$ cat config.mk
export PLATFORM = sky130hd
export DESIGN_NAME = adc_uart_top
export DESIGN_NICKNAME = d
export VERILOG_FILES = /design/src/adc_pkg.sv /design/src/link_pkg.sv /design/src/adc_spi_sampler.sv /design/src/uart_rx.sv /design/src/uart_tx.sv /design/src/report_datapath.sv /design/src/report_controller.sv /design/src/adc_uart_top.sv
export SDC_FILE = /design/constraint.sdc
export NUM_CORES = 1
export LEC_CHECK = 0
export BUFFER_PORTS_ARGS = -buffer_cell sky130_fd_sc_hd__clkbuf_2
export CAP_MARGIN = 20
export CORE_ASPECT_RATIO = 1.2
export CORE_UTILIZATION = 55
export CTS_CLUSTER_SIZE = 25
export DETAILED_ROUTE_END_ITERATION = 10
export PLACE_DENSITY = 0.75
export SLEW_MARGIN = 20
export SYNTH_ARGS = -nofsm -noshare
export SYNTH_HDL_FRONTEND = slang
export SYNTH_SLANG_ARGS = --single-unit
$ cat constraint.sdc
create_clock -name clk -period 7.9 [get_ports clk]
set_input_delay 1.975 -clock clk [delete_from_list [all_inputs] [get_ports clk]]
set_output_delay 1.975 -clock clk [all_outputs]
set_load 0.005 [all_outputs]
$ cat src/adc_pkg.sv
// ADC framing constants; SCLK_HALF must be at least 2 and all four converters share one frame.
`default_nettype none

package adc_pkg;

    // One converter result and the index that picks it.
    typedef logic [9:0] sample_t;
    typedef logic [1:0] channel_t;

    localparam int CHANNELS = 4;

    // clk cycles per sclk half period.
    localparam int SCLK_HALF = 4;

    localparam int FRAME_BITS = 16;  // sclk periods with cs low.
    localparam int LEAD_BITS = 3;    // Ignored bits ahead of the MSB.

    // Gap between frames, in sclk periods.
    localparam int CS_IDLE = 4;

endpackage

`default_nettype wire

$ cat src/link_pkg.sv
// UART link constants; BIT_CYCLES must be even, and only four command bytes are recognized.
`default_nettype none

package link_pkg;

    typedef logic [7:0] byte_t;

    // clk cycles per bit on both rxd and txd.
    localparam int BIT_CYCLES = 16;

    // ASCII '0'; '0' to '3' ask for channels 0 to 3.
    localparam byte_t CMD_BASE = 8'h30;

    // Reply sequencer, one send and one wait state per byte.
    typedef enum logic [2:0] {
        idle,
        send_high,
        wait_high,
        send_low,
        wait_low
    } reply_state_t;

endpackage

`default_nettype wire

$ cat src/adc_spi_sampler.sv
// Free-running after reset with no enable; miso is taken as already synchronous to clk.
`timescale 1ns/1ps
`default_nettype none

module adc_spi_sampler (
    input  wire                          clk,
    input  wire                          reset_b,
    input  wire [adc_pkg::CHANNELS-1:0]  miso,
    output logic                         cs,
    output logic                         sclk,
    output logic                         sample_valid,
    output adc_pkg::sample_t             sample_0,
    output adc_pkg::sample_t             sample_1,
    output adc_pkg::sample_t             sample_2,
    output adc_pkg::sample_t             sample_3
);
    import adc_pkg::*;

    localparam int HALF_W = $clog2(SCLK_HALF);
    localparam int BIT_W = $clog2(FRAME_BITS + 2 * CS_IDLE);
    localparam logic [HALF_W-1:0] HALF_LAST = HALF_W'(SCLK_HALF - 1);
    localparam logic [BIT_W-1:0] FRAME_END = BIT_W'(FRAME_BITS);
    localparam logic [BIT_W-1:0] IDLE_LAST = BIT_W'(2 * CS_IDLE - 1);
    localparam logic [BIT_W-1:0] FIRST_BIT = BIT_W'(LEAD_BITS);
    localparam logic [BIT_W-1:0] LAST_BIT = BIT_W'(LEAD_BITS + $bits(sample_t) - 1);

    logic [HALF_W-1:0] half_cnt;
    logic [BIT_W-1:0]  bit_cnt;   // Frame bits, or half periods of the gap.
    logic              rise;
    sample_t           shift_q [CHANNELS];

    // Edge on which sclk goes high.
    assign rise = !cs && !sclk && half_cnt == HALF_LAST && bit_cnt != FRAME_END;

    always_ff @(posedge clk or negedge reset_b) begin
        if (!reset_b) begin
            cs <= 1'b1;
            sclk <= 1'b0;
            half_cnt <= '0;
            bit_cnt <= '0;
            sample_valid <= 1'b0;
        end else begin
            sample_valid <= 1'b0;
            if (cs) begin
                if (half_cnt == HALF_LAST) begin
                    half_cnt <= '0;
                    if (bit_cnt == IDLE_LAST) begin
                        cs <= 1'b0;       // Next frame.
                        bit_cnt <= '0;
                    end else begin
                        bit_cnt <= bit_cnt + 1'b1;
                    end
                end else begin
                    half_cnt <= half_cnt + 1'b1;
                end
            end else if (bit_cnt == FRAME_END) begin
                cs <= 1'b1;               // One clk after the last fall.
                sample_valid <= 1'b1;
                bit_cnt <= '0;
            end else if (half_cnt == HALF_LAST) begin
                half_cnt <= '0;
                sclk <= !sclk;
                if (sclk) begin
                    bit_cnt <= bit_cnt + 1'b1;
                end
            end else begin
                half_cnt <= half_cnt + 1'b1;
            end
        end
    end

    // All four lines shift on the same edges, MSB first.
    always_ff @(posedge clk) begin
        if (rise && bit_cnt >= FIRST_BIT && bit_cnt <= LAST_BIT) begin
            for (int i = 0; i < CHANNELS; i++) begin
                shift_q[i] <= {shift_q[i][$bits(sample_t)-2:0], miso[i]};
            end
        end
    end

    assign sample_0 = shift_q[0];
    assign sample_1 = shift_q[1];
    assign sample_2 = shift_q[2];
    assign sample_3 = shift_q[3];

    a_sclk_low_idle: assert property (@(posedge clk) disable iff (!reset_b)
        cs |-> !sclk);

    // Samples are only offered as the frame closes.
    a_valid_at_cs_rise: assert property (@(posedge clk) disable iff (!reset_b)
        sample_valid |-> $rose(cs));

endmodule

`default_nettype wire

$ cat src/uart_rx.sv
// 8N1 only with no parity; a low stop bit or a glitch shorter than half a bit drops the byte.
`timescale 1ns/1ps
`default_nettype none

module uart_rx (
    input  wire              clk,
    input  wire              reset_b,
    input  wire              rxd,
    output logic             rx_valid,
    output link_pkg::byte_t  rx_byte
);
    import link_pkg::*;

    typedef enum logic [1:0] {rx_idle, rx_start, rx_data, rx_stop} rx_state_t;

    localparam int CNT_W = $clog2(BIT_CYCLES);
    localparam logic [CNT_W-1:0] MID = CNT_W'(BIT_CYCLES / 2 - 1);
    localparam logic [CNT_W-1:0] LAST = CNT_W'(BIT_CYCLES - 1);

    rx_state_t        state;
    logic [2:0]       sync_q;   // Bit 1 is synchronized, bit 2 its previous value.
    logic [CNT_W-1:0] cnt;
    logic [2:0]       bit_idx;

    always_ff @(posedge clk or negedge reset_b) begin
        if (!reset_b) begin
            sync_q <= 3'b111;
            state <= rx_idle;
            cnt <= '0;
            bit_idx <= '0;
            rx_valid <= 1'b0;
        end else begin
            sync_q <= {sync_q[1:0], rxd};
            rx_valid <= 1'b0;
            case (state)
                rx_idle: begin
                    if (sync_q[2] && !sync_q[1]) begin
                        state <= rx_start;
                        cnt <= '0;
                    end
                end
                rx_start: begin
                    if (cnt == MID) begin
                        cnt <= '0;
                        bit_idx <= '0;
                        state <= sync_q[1] ? rx_idle : rx_data;  // Still low at mid-bit?
                    end else begin
                        cnt <= cnt + 1'b1;
                    end
                end
                rx_data: begin
                    cnt <= cnt + 1'b1;
                    if (cnt == LAST) begin
                        bit_idx <= bit_idx + 1'b1;
                        if (bit_idx == 3'd7) begin
                            state <= rx_stop;
                        end
                    end
                end
                default: begin
                    cnt <= cnt + 1'b1;
                    if (cnt == LAST) begin
                        state <= rx_idle;
                        rx_valid <= sync_q[1];  // Framing check.
                    end
                end
            endcase
        end
    end

    // LSB arrives first.
    always_ff @(posedge clk) begin
        if (state == rx_data && cnt == LAST) begin
            rx_byte <= {sync_q[1], rx_byte[7:1]};
        end
    end

endmodule

`default_nettype wire

$ cat src/uart_tx.sv
// 8N1 only; tx_byte is taken on tx_start and a start while busy is not allowed.
`timescale 1ns/1ps
`default_nettype none

module uart_tx (
    input  wire              clk,
    input  wire              reset_b,
    input  wire              tx_start,
    input  wire link_pkg::byte_t tx_byte,
    output logic             txd,
    output logic             tx_busy
);
    import link_pkg::*;

    localparam int CNT_W = $clog2(BIT_CYCLES);
    localparam logic [CNT_W-1:0] LAST = CNT_W'(BIT_CYCLES - 1);

    logic [CNT_W-1:0] cnt;
    logic [3:0]       bit_idx;   // 0 start, 1 to 8 data, 9 stop.
    logic [8:0]       shift_q;

    always_ff @(posedge clk or negedge reset_b) begin
        if (!reset_b) begin
            txd <= 1'b1;
            tx_busy <= 1'b0;
            cnt <= '0;
            bit_idx <= '0;
        end else if (!tx_busy) begin
            if (tx_start) begin
                txd <= 1'b0;
                tx_busy <= 1'b1;
                cnt <= '0;
                bit_idx <= '0;
            end
        end else begin
            cnt <= cnt + 1'b1;
            if (cnt == LAST) begin
                if (bit_idx == 4'd9) begin
                    tx_busy <= 1'b0;   // Stop bit done.
                end else begin
                    txd <= shift_q[0];
                    bit_idx <= bit_idx + 1'b1;
                end
            end
        end
    end

    // Stop bit rides in as the top bit.
    always_ff @(posedge clk) begin
        if (tx_start && !tx_busy) begin
            shift_q <= {1'b1, tx_byte};
        end else if (tx_busy && cnt == LAST) begin
            shift_q <= {1'b1, shift_q[8:1]};
        end
    end

    a_start_when_free: assert property (@(posedge clk) disable iff (!reset_b)
        tx_start |-> !tx_busy);

endmodule

`default_nettype wire

$ cat src/report_datapath.sv
// hold must come while rx_byte still holds the command; the two reply bytes read the held values.
`timescale 1ns/1ps
`default_nettype none

module report_datapath (
    input  wire                   clk,
    input  wire                   reset_b,
    input  wire                   sample_valid,
    input  wire adc_pkg::sample_t sample_0,
    input  wire adc_pkg::sample_t sample_1,
    input  wire adc_pkg::sample_t sample_2,
    input  wire adc_pkg::sample_t sample_3,
    input  wire                   hold,
    input  wire                   byte_sel,
    input  wire link_pkg::byte_t  rx_byte,
    output link_pkg::byte_t       tx_byte
);
    import adc_pkg::*;
    import link_pkg::*;

    sample_t  samples_q [CHANNELS];
    sample_t  hold_sample_q;
    sample_t  cur_sample;
    channel_t hold_ch_q;
    channel_t req_ch;
    channel_t cur_ch;
    byte_t    offset;

    assign offset = rx_byte - CMD_BASE;
    assign req_ch = channel_t'(offset);

    always_ff @(posedge clk or negedge reset_b) begin
        if (!reset_b) begin
            for (int i = 0; i < CHANNELS; i++) begin
                samples_q[i] <= '0;
            end
        end else if (sample_valid) begin
            samples_q[0] <= sample_0;
            samples_q[1] <= sample_1;
            samples_q[2] <= sample_2;
            samples_q[3] <= sample_3;
        end
    end

    always_ff @(posedge clk) begin
        if (hold) begin
            hold_ch_q <= req_ch;
            hold_sample_q <= samples_q[req_ch];
        end
    end

    // Bypass so the first byte is right in the hold cycle.
    assign cur_ch = hold ? req_ch : hold_ch_q;
    assign cur_sample = hold ? samples_q[req_ch] : hold_sample_q;

    assign tx_byte = byte_sel ? cur_sample[7:0] : {cur_ch, 4'b0000, cur_sample[9:8]};

endmodule

`default_nettype wire

$ cat src/report_controller.sv
// One reply at a time; commands arriving before the second byte has gone out are dropped.
`timescale 1ns/1ps
`default_nettype none

module report_controller (
    input  wire                  clk,
    input  wire                  reset_b,
    input  wire                  rx_valid,
    input  wire link_pkg::byte_t rx_byte,
    input  wire                  tx_busy,
    output logic                 hold,
    output logic                 byte_sel,
    output logic                 tx_start
);
    import adc_pkg::*;
    import link_pkg::*;

    reply_state_t state;
    reply_state_t state_next;
    byte_t        offset;
    logic         is_cmd;

    // Bytes below CMD_BASE wrap to large offsets.
    assign offset = rx_byte - CMD_BASE;
    assign is_cmd = rx_valid && offset < byte_t'(CHANNELS);

    always_ff @(posedge clk or negedge reset_b) begin
        if (!reset_b) begin
            state <= idle;
        end else begin
            state <= state_next;
        end
    end

    always_comb begin
        state_next = state;
        case (state)
            idle: begin
                if (is_cmd) begin
                    state_next = send_high;
                end
            end
            send_high: state_next = wait_high;
            wait_high: begin
                if (!tx_busy) begin
                    state_next = send_low;
                end
            end
            send_low: state_next = wait_low;
            default: begin
                if (!tx_busy) begin
                    state_next = idle;  // Stop bit of the low byte done.
                end
            end
        endcase
    end

    assign hold = (state == send_high);
    assign tx_start = (state == send_high) || (state == send_low);
    assign byte_sel = (state == send_low) || (state == wait_low);

    a_start_only_free: assert property (@(posedge clk) disable iff (!reset_b)
        tx_start |-> !tx_busy);

endmodule

`default_nettype wire

$ cat src/adc_uart_top.sv
// Single clock design; reset_b is used as given, with no debounce or synchronizer.
`timescale 1ns/1ps
`default_nettype none

module adc_uart_top (
    input  wire                         clk,
    input  wire                         reset_b,
    input  wire [adc_pkg::CHANNELS-1:0] miso,
    input  wire                         rxd,
    output logic                        cs,
    output logic                        sclk,
    output logic                        txd
);
    import adc_pkg::*;
    import link_pkg::*;

    logic    sample_valid;
    sample_t sample_0;
    sample_t sample_1;
    sample_t sample_2;
    sample_t sample_3;
    logic    rx_valid;
    byte_t   rx_byte;
    byte_t   tx_byte;
    logic    hold;
    logic    byte_sel;
    logic    tx_start;
    logic    tx_busy;

    adc_spi_sampler u_sampler (
        .clk(clk),
        .reset_b(reset_b),
        .miso(miso),
        .cs(cs),
        .sclk(sclk),
        .sample_valid(sample_valid),
        .sample_0(sample_0),
        .sample_1(sample_1),
        .sample_2(sample_2),
        .sample_3(sample_3)
    );

    report_datapath u_datapath (
        .clk(clk),
        .reset_b(reset_b),
        .sample_valid(sample_valid),
        .sample_0(sample_0),
        .sample_1(sample_1),
        .sample_2(sample_2),
        .sample_3(sample_3),
        .hold(hold),
        .byte_sel(byte_sel),
        .rx_byte(rx_byte),
        .tx_byte(tx_byte)
    );

    report_controller u_controller (
        .clk(clk),
        .reset_b(reset_b),
        .rx_valid(rx_valid),
        .rx_byte(rx_byte),
        .tx_busy(tx_busy),
        .hold(hold),
        .byte_sel(byte_sel),
        .tx_start(tx_start)
    );

    uart_rx u_uart_rx (
        .clk(clk),
        .reset_b(reset_b),
        .rxd(rxd),
        .rx_valid(rx_valid),
        .rx_byte(rx_byte)
    );

    uart_tx u_uart_tx (
        .clk(clk),
        .reset_b(reset_b),
        .tx_start(tx_start),
        .tx_byte(tx_byte),
        .txd(txd),
        .tx_busy(tx_busy)
    );

endmodule

`default_nettype wire

# --- Word level (Yosys, flattened, before mapping) ---
# Memory sizes are Yosys's and may differ from the RTL's.
# Index checks and enable logic that the tools add are counted.
totals:
  ff_bits: 104
  ramBits: 40
  in_bits: 7
  output_inout_bits: 3
  wordCells: 151
  memories: 1
op_classes:
  addsub: 7
  n_lt_le_gt_ge: 4
  n_eq_ne: 26
  muxes: 56
  bitwise_logic: 3
  reduce_logical: 31
mem_list:
  columns: ["memory", "depth", "width", "rd", "rd_clocked_by_memory_dff", "wr", "line", "text"]
  rows:
  - ["u_sampler.shift_q", 4, 10, 4, 0, 4, "adc_spi_sampler.sv:30", "sample_t shift_q [CHANNELS];"]
op_table:
  columns: ["op", "count"]
  rows:
  - ["10-bit two-way mux", 3]
  - ["5-bit two-way mux", 6]
  - ["4-bit two-way mux", 7]
  - ["8-bit two-way mux", 3]
  - ["10-bit binary-select mux with 2-bit select", 1]
  - ["2-bit two-way mux", 10]
  - ["1-bit two-way mux", 17]
  - ["3-bit two-way mux", 5]
  - ["3-bit AND reduction", 5]
  - ["4-bit by 1-bit adder with 4-bit output, second input constant", 3]
  - ["4-bit equality test, second input constant", 3]
  - ["2-bit by 1-bit inequality test with 1-bit output, second input constant", 6]
  - ["3-bit one-hot mux with 4 select lines", 1]
  - ["1-bit logical AND", 10]
  - ["8-bit by 3-bit < comparator with 1-bit output, second input constant", 1]
  - ["2-bit inequality test, second input constant", 4]
  - ["4-bit one-hot mux with 2 select lines", 1]
  - ["2-bit nonzero test", 4]
  - ["8-bit by 6-bit subtractor with 8-bit output, second input constant", 1]
  - ["3-bit by 2-bit equality test with 1-bit output, second input constant", 2]
  - ["3-bit equality test, second input constant", 2]
  - ["2-bit one-hot mux with 3 select lines", 1]
  - ["3-bit one-hot mux with 2 select lines", 1]
  - ["3-bit nonzero test", 2]
  - ["22 further kinds", 28]

# --- Longest topological paths before layout ---
depth:
  ltp_word: 8
  depth_mapped: 6
  depth_no_buf: 6

# --- Hierarchy ---
# A second synthesis with hierarchy kept.
hier_totals:
  cells_unflattened: 408
  area_unflattened_um2: 5973.2
by_module_without_submodules:
  columns: ["mod", "instances", "cells_each", "area_each_um2", "seq_area_each_um2"]
  rows:
  - ["report_datapath", 1, 151, 2240.9, 1241.2]
  - ["adc_spi_sampler", 1, 94, 1760.4, 1452.6]
  - ["uart_tx", 1, 79, 898.4, 491.7]
  - ["uart_rx", 1, 67, 885.8, 569.3]
  - ["report_controller", 1, 17, 187.7, 75.1]

# --- Worst setup path before layout ---
# OpenSTA, ideal clock, no wires.
synth_path:
  kind: "reg-to-reg"
  from: "register u_sampler.bit_cnt[0]"
  to: "memory u_sampler.shift_q[0][0] in the netlist's numbering, enable pin"
  setup_time_ns: 0.498
  arrival_time_ns: 3.937
  required_time_ns: 7.402
  path_slack_ns: 3.465
  stages_incl_launch_ff: 6
  path_buffers: 0
  period_less_slack_ns: 4.435
  cell_sequence: "dfrtp_1 -> inv_1 -> ha_1 -> a31oi_1 -> nand2_1 -> a211oi_1"
synth_lines:
  columns: ["element", "line", "text"]
  rows:
  - ["from (decl)", "adc_spi_sampler.sv:28", "logic [BIT_W-1:0] bit_cnt;"]
  - ["from (signal assigned)", "adc_spi_sampler.sv:51", "bit_cnt <= bit_cnt + 1'b1;"]
  - ["from (signal assigned)", "adc_spi_sampler.sv:64", "bit_cnt <= bit_cnt + 1'b1;"]
  - ["to (decl)", "adc_spi_sampler.sv:30", null]

# --- Worst setup path in the final report ---
layout_path:
  from: "register u_sampler.cs"
  to: "output cs"
layout_lines:
  columns: ["element", "line", "text"]
  rows:
  - ["from (decl)", "adc_spi_sampler.sv:9", "output logic cs,"]
  - ["from (signal assigned)", "adc_spi_sampler.sv:37", "cs <= 1'b1;"]
  - ["from (signal assigned)", "adc_spi_sampler.sv:48", "cs <= 1'b0;"]
  - ["from (signal assigned)", "adc_spi_sampler.sv:57", "cs <= 1'b1;"]
  - ["to (decl)", "adc_uart_top.sv:10", "output logic cs,"]
# No word-level cell between the ends.

==> results.tsv <==
stage	metric	value	unit
cells_and_area	Final #Nets	418	
floorplanning	site row count	40	
synth	post-synthesis mux area share	0.152	
route	DR vias	3052	
synth	ys flop type	dfrtp_1	
synth	Gate Count Post-Synth	379	
placement	input/output buffers	9	
grt	vias in the first global route	3193	
min_path	Hold Crit Class	reg -> reg	
power	clock power share	0.421	
route	first drt pass iteration count	4	
cells_and_area	Area Growth Syn to Fin	14.2	%
worst_setup_path	crit path capture type	primary output	
clock_tree	CTS tree	yes	
timing	unrepaired setup endpoints after global routing	no	
worst_setup_path	Buf/Inv on CP	1	
route	post-route antenna net violation count	0	
power	Comb pwr share	0.125	
worst_setup_path	slowest CP cell	dfstp_2	
timing	post-route minimum period	3.07	ns
synth	Cell Area, Synth	5650	sq um
synth	Synth Area in Simple Gates	0.0675	
power	Power Internal	1420	uW
floorplanning	Die ar.	10700	sq um
timing	Peak Freq	325	MHz
route	WL final	9.15	mm
route	vias per cell	5.69	
worst_setup_path	slowest stage delay, CP	0.57	ns
grt	total gr overflow	0	
floorplanning	die height	113	um
clock_tree	Longest Clk Path Bufs	2	
synth	Synth area leaders	dfrtp_1 31%, edfxtp_1 30%, mux2_2 10%	
floorplanning	Top Ports	10	
clock_tree	cts hold-fix bufs	0	
route	# DRC	0	
timing	Slew Viols, Final	0	
cells_and_area	Cell Count, Final, Fillers Out	536	
synth	register bit total from synthesis	140	
synth	asr flop ratio synth	0.543	
worst_setup_path	Critical Path RT	5.93	ns
synth	XOR/XNOR Fraction of Synth Area	0.00930	
route	Iter 0 DRT Violations	203	
clock_tree	clock latency on the worst-skew pair	0.41	ns
placement	GPL Wtd Cong	0.764	
floorplanning	core footprint	10000	sq um
worst_setup_path	crit-path cells	clkbuf_2	
synth	main combinational cell family by area after synthesis	multiplexers	
grt	all-layer global routing usage	0.198	
timing	Tightest Pin Transition	0.853	ns
worst_setup_path	Setup CP Type	reg -> out	
clock_tree	post_cts resized	0	
timing	Tcrit/Tclk final	0.389	
clock_tree	Worst-path clk slew	0.06	ns
synth	post-synth top area cell	dfrtp_1	
floorplanning	Starting Density	0.565	
clock_tree	post-CTS setup buffer count	0	
flow_run	max-cap violations	0	
cells_and_area	Final Util	0.645	
cells_and_area	share of cells above drive strength 1	0.273	
placement	placed cells	503	
power	peak supply drop	0.000162	V
grt	largest net degree at the start of global routing	77	
synth	Syn Nets	400	
synth	Post-synth top cells	71 x dfrtp_1, 56 x edfxtp_1, 51 x mux2_2	
worst_setup_path	CP delay by family, top	flip-flops	
worst_setup_path	CP startpoint kind	flop	
clock_tree	H-tree depth	4	
synth	most numerous cell in the Yosys netlist	dfrtp_1	
timing	final setup vio count	0	
timing	Slew headroom	0.429	
cells_and_area	filler instances	701	
power	Switch Pwr	510	uW
route	routed len/inst	17.1	um
worst_setup_path	critical path arrival	1.10	ns
synth	post-synthesis area per instance	14.9	sq um
synth	Yosys cell types	49	
floorplanning	Die Span X	94.5	um
power	sw frac	0.264	
power	power per cell area	299	nW/um^2
power	Seq pwr share	0.454	
outcome	run status	finished, final reports clean	
timing	Setup TNS	0	ns
worst_setup_path	CP Max Fanout	6	
grt	initial antenna violation count	0	
synth	adder-cell area share of the yosys netlist	0.0310	
synth	complex-gate fraction of the synthesized area	0.0576	
synth	number of synthesized flops with an enable pin	56	
clock_tree	clock root cell	clkbuf_16	
synth	warning count from the yosys run	0	
synth	Seq/Total Area, Yosys	0.663	
timing	Clock Skew	0.00676	ns
placement	Final HPWL DP	5.41	mm
timing	Fin. Hold Viols	0	
power	static leakage	0.00272	uW
clock_tree	clock sink total	140	
cells_and_area	# diodes	0	
clock_tree	total CTS buffers	17	
grt	global-route wire length before repair	15.7	mm
synth	top cell type's share of synthesized area	0.314	
## worst paths after layout
| check | to | slack [ns] | depth (start not counted) | start |
|---|---|---|---|---|
| min in group asynchronous | u_datapath.samples_q[20]$_DFFE_PN0P_ | 1.44 | 1 | reset_b |
| max in group asynchronous | u_uart_rx.sync_q[0]$_DFF_PN1_ | 5.83 | 2 | reset_b |
| worst min register to register | u_uart_rx.sync_q[1]$_DFF_PN1_ | 0.35 | 0 | u_uart_rx.sync_q[0]$_DFF_PN1_ |
| worst max register to register | u_sampler.shift_q[0][3]$_DFFE_PP_ | 5.77 | 6 | u_sampler.bit_cnt[0]$_DFFE_PN0P_ |
| worst max-delay path | cs | 4.83 | 1 | u_sampler.cs$_DFF_PN1_ |
| worst min-delay path | u_uart_rx.sync_q[1]$_DFF_PN1_ | 0.35 | 0 | u_uart_rx.sync_q[0]$_DFF_PN1_ |
## cell families (layout without fill, tap and decap cells)
family,after synthesis,in the layout
flops,140,140
simple gates,78,78
mux,67,67
compound gates,51,51
buf+inv,23,54
fa+ha+maj,14,14
xor+xnor,6,6
## per-stage QoR
stage                     hold WS (ns)  power, uW  cell area, sq um  worst slack (ns)
after floorplan                  0.345       1080              5650              3.47
after global placement           0.346       1110              5810              5.07
after detailed placement         0.349       1130              5810              5.05
after CTS                        0.354       1940              6430              4.81
after global routing             0.354       2020              6450              4.79
final                            0.352       1930              6450              4.83
## placed cells by master (no fill, tap or decap), types with 2 or more instances in the layout
cell / count
a21o_1: 3
a21oi_1: 10
a31oi_1: 2
and3_1: 4
and4b_1: 2
buf_4: 3
bufinv_16: 3
clkbuf_16: 17
clkbuf_2: 8
clkinv_4: 5
clkinvlp_4: 2
dfrtp_1: 71
dfstp_2: 5
dfxtp_1: 8
edfxtp_1: 56
ha_1: 14
inv_1: 10
inv_6: 4
mux2_2: 51
mux2i_1: 6
mux4_2: 10
nand2_1: 34
nand2b_1: 3
nand3_1: 6
nand4_1: 3
nor2_1: 11
nor2b_1: 5
nor3_1: 3
o21a_1: 2
o21ai_0: 18
o22ai_1: 2
o31ai_1: 3
xnor2_1: 3
xor2_1: 3
## flip-flops by register name, summed over array words and instances, names as in the netlist
signal / cells
u_uart_tx.shift_q: 8
u_uart_rx.rx_byte: 8
u_uart_tx.bit_idx: 4
u_uart_rx.state: 2
u_uart_tx.txd: 1
u_sampler.sample_valid: 1
u_uart_rx.bit_idx: 3
u_sampler.cs: 1
u_datapath.hold_sample_q: 8
u_sampler.bit_cnt: 5
u_sampler.half_cnt: 2
u_controller.state: 3
u_sampler.shift_q: 40
u_datapath.samples_q: 40
u_uart_tx.cnt: 4
u_uart_rx.rx_valid: 1
u_uart_rx.sync_q: 3
u_uart_tx.tx_busy: 1
u_uart_rx.cnt: 4
u_sampler.sclk: 1
## routing by layer
metal,wire length (um),GRT usage
met1,3960,0.260
met2,4720,0.307
met3,295,0.0517
met4,167,0.0980
met5,0,0
## power by group through the flow
stage                     registers, uW  clock network [uW]  logic [uW]
after floorplan                     861                   0         216
after global placement              886                   0         227
after detailed placement            889                   0         240
after CTS                           877                 825         243
after global routing                887                 855         276
final                               877                 813         241
## final cells by class
| class | count | area, sq um | area share |
|---|---|---|---|
| tap | 126 | 158 | 0.0244 |
| inverter | 10 | 37.5 | 0.00582 |
| timing repair buffer | 12 | 90.1 | 0.0140 |
| sequential | 140 | 3750 | 0.581 |
| clock inverter | 15 | 188 | 0.0291 |
| multi-input combinational | 216 | 1810 | 0.280 |
| clock buffer | 17 | 425 | 0.0659 |
Note: power is estimated with default switching activity, not from simulation.
